### src/controlUnit_params.svh
`ifndef CONTROL_UNIT_PARAMS_SVH
`define CONTROL_UNIT_PARAMS_SVH

`define INSTR_WIDTH  32
`define STATE_WIDTH  8
`define CTRL_WIDTH   25                // N, INV, STS_SEL, CR, seven lines, ALU_OP
`define NEXT_WIDTH   3
`define STS_WIDTH    2
`define ALU_OP_WIDTH 4

// Microword fields, low bit of each field
`define N_POS         22               // Next-state code, 3 bits
`define INV_POS       21
`define STS_SEL_POS   19               // 2 bits
`define CR_POS        11               // Jump target, 8 bits
`define RF_LOAD_POS   10
`define IR_LOAD_POS   9
`define MAR_LOAD_POS  8
`define MDR_LOAD_POS  7
`define MEM_RW_POS    6
`define MEM_VALID_POS 5
`define SR_LOAD_POS   4
`define ALU_OP_POS    0                // 4 bits

`define ST_FETCH0      8'd0
`define ST_FETCH1      8'd1
`define ST_FETCH2      8'd2
`define ST_FETCH3      8'd3
`define ST_COND        8'd4
`define ST_ALU_REG     8'd5
`define ST_ALU_SHIFT   8'd6
`define ST_ALU_IMM     8'd7
`define ST_TEST_REG    8'd8
`define ST_TEST_SHIFT  8'd9
`define ST_TEST_IMM    8'd10
`define ST_BRANCH      8'd14
`define ST_BRANCH_LINK 8'd15

`define NS_DECODE       3'd0           // Decoder state
`define NS_FETCH        3'd1           // Back to state 0
`define NS_JUMP         3'd2           // CR field
`define NS_INC          3'd3           // Incrementer
`define NS_DECODE_IF    3'd4           // Decoder state if tested bit, else 0
`define NS_WAIT         3'd5           // Incrementer if tested bit, else hold
`define NS_FETCH_UNLESS 3'd6           // Incrementer if tested bit, else 0

`endif

### src/instrPkg.sv
`include "controlUnit_params.svh"

package instrPkg;

    typedef logic [2:0] instrClassT;   // Bits 27:25

    // One instruction word, read either as data processing or as branch
    typedef union packed {
        struct packed {
            logic [3:0]  cond;
            instrClassT  instrClass;
            logic [3:0]  opcode;
            logic        setFlags;
            logic [3:0]  rn;
            logic [3:0]  rd;
            logic [11:0] operand2;     // Bit 4 set means register shift
        } dp;
        struct packed {
            logic [3:0]  cond;
            instrClassT  instrClass;
            logic        link;
            logic [`INSTR_WIDTH-9:0] offset;   // Rest of the word
        } br;
    } instrT;

endpackage

### src/microcodePkg.sv
`include "controlUnit_params.svh"

package microcodePkg;

    typedef logic [`STATE_WIDTH-1:0] stateT;     // Microstate number, also ROM address
    typedef logic [`CTRL_WIDTH-1:0]  ctrlWordT;  // One microword
    typedef logic [`NEXT_WIDTH-1:0]  nextCodeT;  // Next-state code

endpackage

### src/instrDecoder.sv
`timescale 1ns/1ps
`include "controlUnit_params.svh"

module instrDecoder (
    input  instrPkg::instrT     instr,
    output microcodePkg::stateT execState
);
    import instrPkg::*;
    import microcodePkg::*;

    instrClassT instrClass;
    logic       regShift;
    logic       isTest;
    logic       link;
    stateT      shiftState;
    stateT      immState;

    assign instrClass = instr.dp.instrClass;
    assign regShift   = instr.dp.operand2[4];       // Register vs immediate shift
    assign isTest     = (instr.dp.opcode[3:2] == 2'b10);   // TST, TEQ, CMP, CMN
    assign link       = instr.br.link;

    // Register and immediate-shift forms of class 000
    always_comb begin
        if (isTest) begin
            if (regShift) begin
                shiftState = `ST_TEST_REG;
            end else begin
                shiftState = `ST_TEST_SHIFT;
            end
        end else begin
            if (regShift) begin
                shiftState = `ST_ALU_REG;
            end else begin
                shiftState = `ST_ALU_SHIFT;
            end
        end
    end

    assign immState = isTest ? `ST_TEST_IMM : `ST_ALU_IMM;

    always_comb begin
        case (instrClass)
            3'b000: begin
                execState = shiftState;
            end
            3'b001: begin
                execState = immState;
            end
            3'b101: begin
                if (link) begin
                    execState = `ST_BRANCH_LINK;
                end else begin
                    execState = `ST_BRANCH;
                end
            end
            default: begin
                execState = `ST_FETCH0;             // Loads, stores and the rest
            end
        endcase
    end

endmodule

### src/microSequencer.sv
`timescale 1ns/1ps
`include "controlUnit_params.svh"

module microSequencer (
    input  logic                   CLK,
    input  logic                   CLR,
    input  microcodePkg::stateT    execState,
    input  microcodePkg::nextCodeT nextCode,
    input  logic                   inv,
    input  logic [`STS_WIDTH-1:0]  stsSel,
    input  microcodePkg::stateT    jumpTarget,
    input  logic                   moc,
    input  logic                   condPass,
    output microcodePkg::stateT    state
);
    import microcodePkg::*;

    logic  pickedSts;
    logic  testBit;
    stateT incState;
    stateT nextState;

    // Status mux
    always_comb begin
        case (stsSel)
            2'b00:   pickedSts = moc;
            2'b01:   pickedSts = condPass;
            2'b10:   pickedSts = 1'b0;
            default: pickedSts = 1'b1;
        endcase
    end

    assign testBit = pickedSts ^ inv;

    // Incrementer
    assign incState = stateT'(state + 1'b1);

    always_comb begin
        case (nextCode)
            `NS_DECODE: begin
                nextState = execState;
            end
            `NS_FETCH: begin
                nextState = `ST_FETCH0;
            end
            `NS_JUMP: begin
                nextState = jumpTarget;
            end
            `NS_INC: begin
                nextState = incState;
            end
            `NS_DECODE_IF: begin
                nextState = testBit ? execState : `ST_FETCH0;   // Failed condition refetches
            end
            `NS_WAIT: begin
                nextState = testBit ? incState : state;         // Hold until the bit is set
            end
            `NS_FETCH_UNLESS: begin
                nextState = testBit ? incState : `ST_FETCH0;
            end
            default: begin
                nextState = `ST_FETCH0;
            end
        endcase
    end

    // State register
    always_ff @(posedge CLK or negedge CLR) begin
        if (!CLR) begin
            state <= `ST_FETCH0;
        end else begin
            state <= nextState;
        end
    end

endmodule

### src/controlStore.sv
`timescale 1ns/1ps
`include "controlUnit_params.svh"

module controlStore (
    input  logic                     CLK,
    input  logic                     CLR,
    input  microcodePkg::stateT      state,
    output microcodePkg::nextCodeT   nextCode,
    output logic                     inv,
    output logic [`STS_WIDTH-1:0]    stsSel,
    output microcodePkg::stateT      jumpTarget,
    output microcodePkg::stateT      stateOut,
    output logic                     rfLoad,
    output logic                     irLoad,
    output logic                     marLoad,
    output logic                     mdrLoad,
    output logic                     memRw,
    output logic                     memValid,
    output logic                     srLoad,
    output logic [`ALU_OP_WIDTH-1:0] aluOp
);
    import microcodePkg::*;

    // Control line masks, in the order rf, ir, mar, mdr, rw, valid, sr
    localparam logic [6:0] lineNone  = 7'b0000000;
    localparam logic [6:0] lineRf    = 7'b1000000;
    localparam logic [6:0] lineIr    = 7'b0100000;
    localparam logic [6:0] lineMar   = 7'b0010000;
    localparam logic [6:0] lineMdr   = 7'b0001000;
    localparam logic [6:0] lineRw    = 7'b0000100;   // High means read
    localparam logic [6:0] lineValid = 7'b0000010;
    localparam logic [6:0] lineSr    = 7'b0000001;

    localparam logic [`STS_WIDTH-1:0] selMoc  = 2'b00;
    localparam logic [`STS_WIDTH-1:0] selCond = 2'b01;
    localparam logic [`STS_WIDTH-1:0] selNone = 2'b10;   // Constant 0

    localparam logic [`ALU_OP_WIDTH-1:0] aluNone  = 4'd0;
    localparam logic [`ALU_OP_WIDTH-1:0] aluArith = 4'd1;
    localparam logic [`ALU_OP_WIDTH-1:0] aluTest  = 4'd2;

    function automatic ctrlWordT makeWord(
        input nextCodeT                  next,
        input logic [`STS_WIDTH-1:0]     sel,
        input logic                      invBit,
        input stateT                     target,
        input logic [6:0]                lines,
        input logic [`ALU_OP_WIDTH-1:0]  alu
    );
        ctrlWordT word;
        word = '0;
        word[`N_POS +: `NEXT_WIDTH]        = next;
        word[`INV_POS]                     = invBit;
        word[`STS_SEL_POS +: `STS_WIDTH]   = sel;
        word[`CR_POS +: `STATE_WIDTH]      = target;
        word[`RF_LOAD_POS]                 = lines[6];
        word[`IR_LOAD_POS]                 = lines[5];
        word[`MAR_LOAD_POS]                = lines[4];
        word[`MDR_LOAD_POS]                = lines[3];
        word[`MEM_RW_POS]                  = lines[2];
        word[`MEM_VALID_POS]               = lines[1];
        word[`SR_LOAD_POS]                 = lines[0];
        word[`ALU_OP_POS +: `ALU_OP_WIDTH] = alu;
        return word;
    endfunction

    localparam ctrlWordT fetch0Word =
        makeWord(`NS_INC, selNone, 1'b0, `ST_FETCH0, lineNone, aluNone);

    ctrlWordT romWord;

    // Microprogram ROM
    always_comb begin
        case (state)
            `ST_FETCH1: romWord = makeWord(`NS_INC, selNone, 1'b0, `ST_FETCH0,
                                           lineMar, aluNone);
            `ST_FETCH2: romWord = makeWord(`NS_INC, selNone, 1'b0, `ST_FETCH0,
                                           lineValid | lineRw, aluNone);
            `ST_FETCH3: romWord = makeWord(`NS_WAIT, selMoc, 1'b0, `ST_FETCH0,
                                           lineValid | lineMdr | lineIr, aluNone);
            `ST_COND: romWord = makeWord(`NS_DECODE_IF, selCond, 1'b0, `ST_FETCH0,
                                         lineNone, aluNone);
            `ST_ALU_REG, `ST_ALU_SHIFT, `ST_ALU_IMM:
                romWord = makeWord(`NS_FETCH, selNone, 1'b0, `ST_FETCH0, lineRf, aluArith);
            `ST_TEST_REG, `ST_TEST_SHIFT, `ST_TEST_IMM:
                romWord = makeWord(`NS_FETCH, selNone, 1'b0, `ST_FETCH0, lineSr, aluTest);
            `ST_BRANCH:
                romWord = makeWord(`NS_FETCH, selNone, 1'b0, `ST_FETCH0, lineNone, aluNone);
            `ST_BRANCH_LINK:
                romWord = makeWord(`NS_FETCH, selNone, 1'b0, `ST_FETCH0, lineRf, aluNone);
            default: romWord = fetch0Word;    // Also covers state 0
        endcase
    end

    // Sequencing fields go straight back to the sequencer
    assign nextCode   = romWord[`N_POS +: `NEXT_WIDTH];
    assign inv        = romWord[`INV_POS];
    assign stsSel     = romWord[`STS_SEL_POS +: `STS_WIDTH];
    assign jumpTarget = romWord[`CR_POS +: `STATE_WIDTH];

    always_ff @(posedge CLK or negedge CLR) begin
        if (!CLR) begin
            stateOut <= `ST_FETCH0;
            rfLoad   <= 1'b0;
            irLoad   <= 1'b0;
            marLoad  <= 1'b0;
            mdrLoad  <= 1'b0;
            memRw    <= 1'b0;
            memValid <= 1'b0;
            srLoad   <= 1'b0;
            aluOp    <= aluNone;
        end else begin
            stateOut <= state;                 // Kept aligned with the lines
            rfLoad   <= romWord[`RF_LOAD_POS];
            irLoad   <= romWord[`IR_LOAD_POS];
            marLoad  <= romWord[`MAR_LOAD_POS];
            mdrLoad  <= romWord[`MDR_LOAD_POS];
            memRw    <= romWord[`MEM_RW_POS];
            memValid <= romWord[`MEM_VALID_POS];
            srLoad   <= romWord[`SR_LOAD_POS];
            aluOp    <= romWord[`ALU_OP_POS +: `ALU_OP_WIDTH];
        end
    end

endmodule

### src/controlUnit.sv
`timescale 1ns/1ps
`include "controlUnit_params.svh"

module controlUnit (
    input  logic                     CLK,
    input  logic                     CLR,
    input  instrPkg::instrT          instr,
    input  logic                     moc,         // Memory operation complete
    input  logic                     condPass,
    output microcodePkg::stateT      state,
    output logic                     rfLoad,
    output logic                     irLoad,
    output logic                     marLoad,
    output logic                     mdrLoad,
    output logic                     memRw,
    output logic                     memValid,
    output logic                     srLoad,
    output logic [`ALU_OP_WIDTH-1:0] aluOp
);
    import microcodePkg::*;

    stateT                 execState;
    stateT                 seqState;      // Undelayed state register
    nextCodeT              nextCode;
    logic                  inv;
    logic [`STS_WIDTH-1:0] stsSel;
    stateT                 jumpTarget;

    instrDecoder decoderInst (
        .instr     (instr),
        .execState (execState)
    );

    microSequencer sequencerInst (
        .CLK        (CLK),
        .CLR        (CLR),
        .execState  (execState),
        .nextCode   (nextCode),
        .inv        (inv),
        .stsSel     (stsSel),
        .jumpTarget (jumpTarget),
        .moc        (moc),
        .condPass   (condPass),
        .state      (seqState)
    );

    controlStore storeInst (
        .CLK        (CLK),
        .CLR        (CLR),
        .state      (seqState),
        .nextCode   (nextCode),
        .inv        (inv),
        .stsSel     (stsSel),
        .jumpTarget (jumpTarget),
        .stateOut   (state),
        .rfLoad     (rfLoad),
        .irLoad     (irLoad),
        .marLoad    (marLoad),
        .mdrLoad    (mdrLoad),
        .memRw      (memRw),
        .memValid   (memValid),
        .srLoad     (srLoad),
        .aluOp      (aluOp)
    );

endmodule

### config.mk
export PLATFORM = sky130hd
export DESIGN_NAME = controlUnit
export DESIGN_NICKNAME = d
export VERILOG_FILES = /design/src/instrPkg.sv /design/src/microcodePkg.sv /design/src/instrDecoder.sv /design/src/microSequencer.sv /design/src/controlStore.sv /design/src/controlUnit.sv
export VERILOG_INCLUDE_DIRS = /design/src
export SDC_FILE = /design/constraint.sdc
export NUM_CORES = 1
export LEC_CHECK = 0
export ABC_AREA = 1
export BUFFER_PORTS_ARGS = -buffer_cell sky130_fd_sc_hd__clkbuf_2
export CORE_UTILIZATION = 42
export CTS_BUF_LIST = sky130_fd_sc_hd__clkbuf_16
export DETAILED_ROUTE_END_ITERATION = 8
export HOLD_SLACK_MARGIN = 0.08
export PLACE_DENSITY = 0.85
export SLEW_MARGIN = 5
export SYNTH_ARGS = -nofsm -noshare
export SYNTH_HDL_FRONTEND = slang
export SYNTH_SLANG_ARGS = --single-unit
### constraint.sdc
create_clock -name CLK -period 1.5 [get_ports CLK]
set_input_delay 0.225 -clock CLK [delete_from_list [all_inputs] [get_ports CLK]]
set_output_delay 0.225 -clock CLK [all_outputs]
set_load 0.02 [all_outputs]
Word level (Yosys, flattened, before mapping)

Memories as Yosys holds them, arrays and structs flattened.
Index checks and enable logic that the tools add are counted.

Logic and storage cells: 40
Output and inout port bits: 19
Memory bits (read-only): 224
Bits of input ports: 36
Memories: 1
Bits in registers: 27

Memories:

| memory          | depth | bits a word | rd ports | clocked after memory_dff | wr ports | line               | source |
|---|---|---|---|---|---|---|---|
| (no name shown) | 16    | 14          | 1        | 0                        | 0        | controlStore.sv:74 | `case (state)` |

Equal/unequal tests: 11
Reductions and logical operators: 4
$add $sub $neg: 1
Bitwise gates (word level): 1
Multiplexer cells: 12

Operators by type and width:

| operator                                                                 | count |
|---|---|
| 8-bit one-hot mux with 6 select lines                                    | 1 |
| 8-bit 2-to-1 mux                                                         | 4 |
| 25-bit 2-to-1 mux                                                        | 1 |
| 8-bit one-hot mux with 3 select lines                                    | 1 |
| 3-bit equality test (second input constant)                              | 4 |
| 8-bit by 1-bit adder with 8-bit output (second input constant)           | 1 |
| 3-bit by 2-bit equality test with 1-bit output (second input constant)   | 2 |
| 3-bit zero test                                                          | 2 |
| 2-bit equality test (second input constant)                              | 2 |
| 4-bit zero test                                                          | 1 |
| 4-bit 2-to-1 mux                                                         | 1 |
| 3-bit by 1-bit equality test with 1-bit output (second input constant)   | 1 |
| 1-bit one-hot mux with 3 select lines                                    | 1 |
| 2-bit by 1-bit equality test with 1-bit output (second input constant)   | 1 |
| 2-bit zero test                                                          | 1 |
| 1-bit 2-to-1 mux                                                         | 2 |
| 2-bit 2-to-1 mux                                                         | 1 |
| 2-bit by 1-bit inequality test with 1-bit output (second input constant) | 1 |
| 1-bit bitwise XOR                                                        | 1 |

Depth between registers and ports, before layout

Depth after elaboration: 7
Depth in mapped cells: 12
Gate-level depth less buffers: 12

Modules after synthesis

From an unflattened synthesis, not the netlist that was laid out.

Cell total of the unflattened synthesis: 227
Area total of the unflattened synthesis: 1667.8 sq um

Modules (own cells, without submodules):

| module         | area each (sq um) | seq. area each (sq um) | cells an instance | instances |
|---|---|---|---|---|
| microSequencer | 830.8             | 200.2                  | 125               | 1 |
| controlStore   | 696.9             | 375.4                  | 75                | 1 |
| instrDecoder   | 140.1             | 0.0                    | 27                | 1 |

Least setup slack after synthesis

OpenSTA, ideal clock, no wires.

Kind: flip-flop to flip-flop
From: reg sequencerInst.state[1]
To: reg sequencerInst.state[0]
Setup time: 0.116 ns
Path slack: -0.042 ns
Clock period less this slack: 1.542 ns
Arrival: 1.426 ns
Stages on the path, launching flop included: 12
Path buffers: 0
Required time: 1.384 ns
Cells stage by stage: dfrtp_1 ha_1 ha_1 inv_1 nor2_1 nand2_2 nor2_4 nand2_4 nor2_8 inv_2 nand2_1 nand2_1

Word-level cells in the longest chain between the ends: 7
Elaborated cells between the ends (all ways): 17
Those cells by class: eq/ne (8); mux (5); bitwise (1); reduce/logical (2); memory (1)

RTL lines:

| item                                        | line                 | source |
|---|---|---|
| start: declaration                          | microSequencer.sv:14 | `output microcodePkg::stateT state` |
| start signal: assignment                    | microSequencer.sv:70 | `` state <= `ST_FETCH0; `` |
| start signal: assignment                    | microSequencer.sv:72 | `state <= nextState;` |
| memory read 16 x 14 bit *                   | --                   |  |
| 25-bit 2-to-1 mux *                         | controlStore.sv:74   |  |
| 2-bit equality test (tied with other cells) | microSequencer.sv:25 | `case (stsSel)` |
| 1-bit one-hot mux with 3 select lines       | microSequencer.sv:25 |  |
| 1-bit bitwise XOR                           | microSequencer.sv:33 | `assign testBit = pickedSts ^ inv;` |
| 8-bit 2-to-1 mux (no source line)           | --                   |  |
| 8-bit one-hot mux with 6 select lines       | microSequencer.sv:39 | `case (nextCode)` |

Every way passes the cells marked *; elsewhere a longest branch is shown, timed or not.
A chain may end at the register's enable or synchronous reset.

Worst setup path in the final report

From: reg sequencerInst.state[1]
To: reg sequencerInst.state[1]

Word-level cells in the longest chain between the ends: 7
Elaborated cells between the ends (all ways): 19
Those cells by class: add/sub (1); eq/ne (8); mux (6); bitwise (1); reduce/logical (2); memory (1)

RTL lines:

| item                                        | line |
|---|---|
| memory read 16 x 14 bit                     | -- |
| 25-bit 2-to-1 mux                           | controlStore.sv:74 |
| 2-bit equality test (tied with other cells) | microSequencer.sv:25 |
| 1-bit one-hot mux with 3 select lines       | microSequencer.sv:25 |
| 1-bit bitwise XOR                           | microSequencer.sv:33 |
| 8-bit 2-to-1 mux (no source line)           | -- |
| 8-bit one-hot mux with 6 select lines       | microSequencer.sv:39 |

Parallel ways exist; a longest one is shown, timed or not. The select of a mux whose other input is x is not followed.

==> results by group <==
Synthesis
  • Async SR Flop Fraction: 100%
  • Synthesized cell area: 1250 um2
  • Yosys top cell by area: dfrtp_1
  • Yosys reg bits: 23
  • Synth warnings: 0
  • Area contributors post-synth: dfrtp_1 (46%), nand2_1 (10%), ha_1 (8.0%)
  • Avg Synthesized Cell Area: 8.78 um2
  • Synth cell types: 25
  • Sequential area share after synthesis: 45.9%
  • Number of enable flip-flop cells after synthesis: 0
  • Top_reg_cell synth: dfrtp_1
  • Multiplexer share of the synthesized area: 0%
  • Synth top area share: 45.9%
  • Post-Synth Adder-Cell Area: 7.98%
  • Synth Area in Compound Gates: 4.09%
  • List of most frequent post-synthesis cells: nand2_1 (35), dfrtp_1 (23), inv_1 (18)
  • Synth Area in Simple Gates: 30.3%
  • Largest family of logic cells by synthesized area: simple AND/OR/NAND/NOR gates
  • Xor/xnor share of the synthesized area: 2.09%
  • Post-Synthesis Cells: 143
  • Most common cell in the netlist: nand2_1

Cells and area
  • Diode count: 0
  • Finished Layout Cells: 222
  • Nets@finish: 236
  • Fraction of final layout cells with drive strength greater than 1: 44.0%
  • Area grow syn2layout: 35.1%

Timing
  • Finish-stage setup viols: 4
  • Final worst path period need: 1610 ps
  • Max-slew headroom: 64.3%
  • Fin crit share: 108%
  • Slew Viols, Final: 0
  • Fmax: 0.620 GHz
  • Clock skew: 1.19 ps
  • Least-Margin Pin Slew: 536 ps
  • Final Hold Viols: 0
  • Unrepaired setup endpoints after global routing: yes
  • Hold Slack: 386 ps
  • Final Worst Setup Slack: -113 ps

Global routing
  • Vias in the first global route: 852
  • Initial antenna violation count: 0
  • Gr ovfl total: 0
  • Largest net degree at the start of global routing: 24
  • First-pass GRT wire length: 3820 um
  • GRT Overall Usage: 16.0%

Flow run
  • Max-cap violations: 0

Drt
  • Vias: 1033
  • Iter 0 DRT Violations: 32
  • Vias per inst: 4.65
  • Post-route ant nets: 0
  • Drt pass-1 iters: 6
  • Met3 WL: 56 um
  • Met2 WL: 1290 um
  • Drt wl/cell: 11.1 um
  • Final WL: 2470 um
  • DRC: 3
  • WL met1: 1090 um
  • Max layer used: met4

Power and ir drop
  • Leak Pwr: 0.959 nW
  • Power Density: 1690 nW/um2
  • Peak supply drop: 649 uV

Critical path
  • CP Data Arrival Time: 1750 ps
  • Setup Crit Path Kind: flip-flop to flip-flop
  • CP startpoint kind: flip-flop
  • Crit Path Max Fanout: 5
  • Worst EP required: 1640 ps
  • Setup crit end kind: flip-flop

Floorplanning
  • Ports: 55
  • Core ar.: 2810 um2
  • Die width: 56.7 um
  • Starting density of the core: 44.7%
  • Rows: 19
  • Die area: 3210 um2
  • Die H: 56.7 um

Placed design
  • Placed cells: 213
  • Port buffer count: 26
  • Detail Placement HPWL: 1660 um
  • Pre-CTS setup slack: -148 ps
  • Placer Congestion: 0.897

Clock network
  • Clock buffer depth: 2
  • Clock root cell: clkbuf_16
  • Worst-Skew Late Latency: 250 ps
  • Clock sink total: 23
  • TritonCTS clock tree: done
  • Total CTS buffers: 3
  • Reg clk slew, reported paths: 50 ps
  • H-tree depth: 1

Outcome
  • Status: finished with violations
  • Failing checks: design-rule violations, negative setup slack

Worst hold path
  • Hold Crit Class: input pin to flip-flop
[path summary, 6_finish.rpt]
check                           slack (ps)                                  to  depth (start not counted)                               start
worst min-delay path                   390  sequencerInst.state[3]$_DFFE_PN0P_                          5                           instr[27]
worst max-delay path                  -110  sequencerInst.state[1]$_DFFE_PN0P_                         11  sequencerInst.state[1]$_DFFE_PN0P_
worst min register to register         430     storeInst.stateOut[6]$_DFF_PN0_                          0  sequencerInst.state[6]$_DFFE_PN0P_
min in group asynchronous              480     storeInst.stateOut[7]$_DFF_PN0_                          2                                 CLR
max in group asynchronous              630  sequencerInst.state[0]$_DFFE_PN0P_                          2                                 CLR
worst max register to register        -110  sequencerInst.state[1]$_DFFE_PN0P_                         11  sequencerInst.state[1]$_DFFE_PN0P_
[flip-flops by register name (all words and copies together) (netlist names)]
| register | count |
|---|---|
| storeInst.marLoad | 1 |
| sequencerInst.state | 8 |
| storeInst.aluOp | 2 |
| storeInst.rfLoad | 1 |
| storeInst.memRw | 1 |
| storeInst.irLoad | 1 |
| storeInst.memValid | 1 |
| storeInst.stateOut | 8 |
[per-layer routing]
layer  up-vias  global-route usage, %
met5         -                      0
met2        29                   24.5
met1       468                   20.1
li1        534                      -
met3         2                   3.69
met4         0                   10.4
[cells in the final DEF (no fill, tap or decap), drive strengths merged]
| cell type | synthesis | routed |
|---|---|---|
| nor3 | 5 | 5 |
| xor2 | 2 | 2 |
| nor2 | 14 | 14 |
| inv | 21 | 22 |
| dlygate4sd3 | 0 | 1 |
| a21oi | 2 | 2 |
| ha | 8 | 8 |
| nand3 | 12 | 12 |
| clkinv | 1 | 1 |
| buf | 4 | 20 |
| nand4 | 1 | 1 |
| o21bai | 2 | 2 |
| clkbuf | 0 | 29 |
| xnor2 | 1 | 1 |
| a21boi | 1 | 1 |
| o21ai | 2 | 2 |
| dfrtp | 23 | 23 |
| conb | 1 | 2 |
| a31o | 1 | 1 |
| nand2 | 42 | 42 |
[stage by stage]
step | power, mW | TNS [ps] | cell area [um2] | util (%)
final | 2.87 | -392 | 1700 | 60.4
after detailed placement | 2.12 | -528 | 1520 | 54.2
after global routing | 3.08 | -790 | 1700 | 60.4
after global placement | 2.09 | -304 | 1520 | 54.2
after CTS | 2.71 | -492 | 1630 | 57.9
after floorplan | 1.67 | -53.9 | 1260 | -
[logic make-up (layout without fill, tap and decap cells)]
family | count (synthesis) | after routing
DFF | 23 | 23
and+or+nand+nor | 74 | 74
other | 1 | 2
buffers and inverters | 26 | 73
xor gates and xnor gates | 3 | 3
AOI/OAI and AO/OA | 8 | 8
adders and majority gates | 8 | 8
[power by group]
part	internal (mW)	switching, mW
logic	0.614	0.822
registers	0.778	0.109
clock network	0.355	0.192
total	1.75	1.12
[timing repair]
item / 4_1_cts / 5_1_grt
setup buffers: 2 / 2
pin swaps: 2 / 13
setup endpoints to repair: 4 / 6
resized for setup: 0 / 15
endpoints found under the hold margin: 23 / 0
hold buffers: 1 / 0
[critical path, stage by stage (launching register included)]
cell and delay, ps:
dfrtp_2 440, ha_4 190, ha_4 140, inv_2 40
nor2_4 110, nand2_4 70, nor2_4 120, nand2_4 80
nor2_8 140, inv_2 50, nand2_1 60, nand2_1 50
[cell type report]
cell class / count / area (um2)
clock buffers: 3 / 75.1
flip-flops and latches: 23 / 579
repair buffers: 47 / 290
well taps: 31 / 38.8
inverters: 22 / 87.6
clock inverters: 1 / 3.75
multi-input cells: 95 / 621
fillers: 247 / 1110
(Power assumes the default switching activity.)
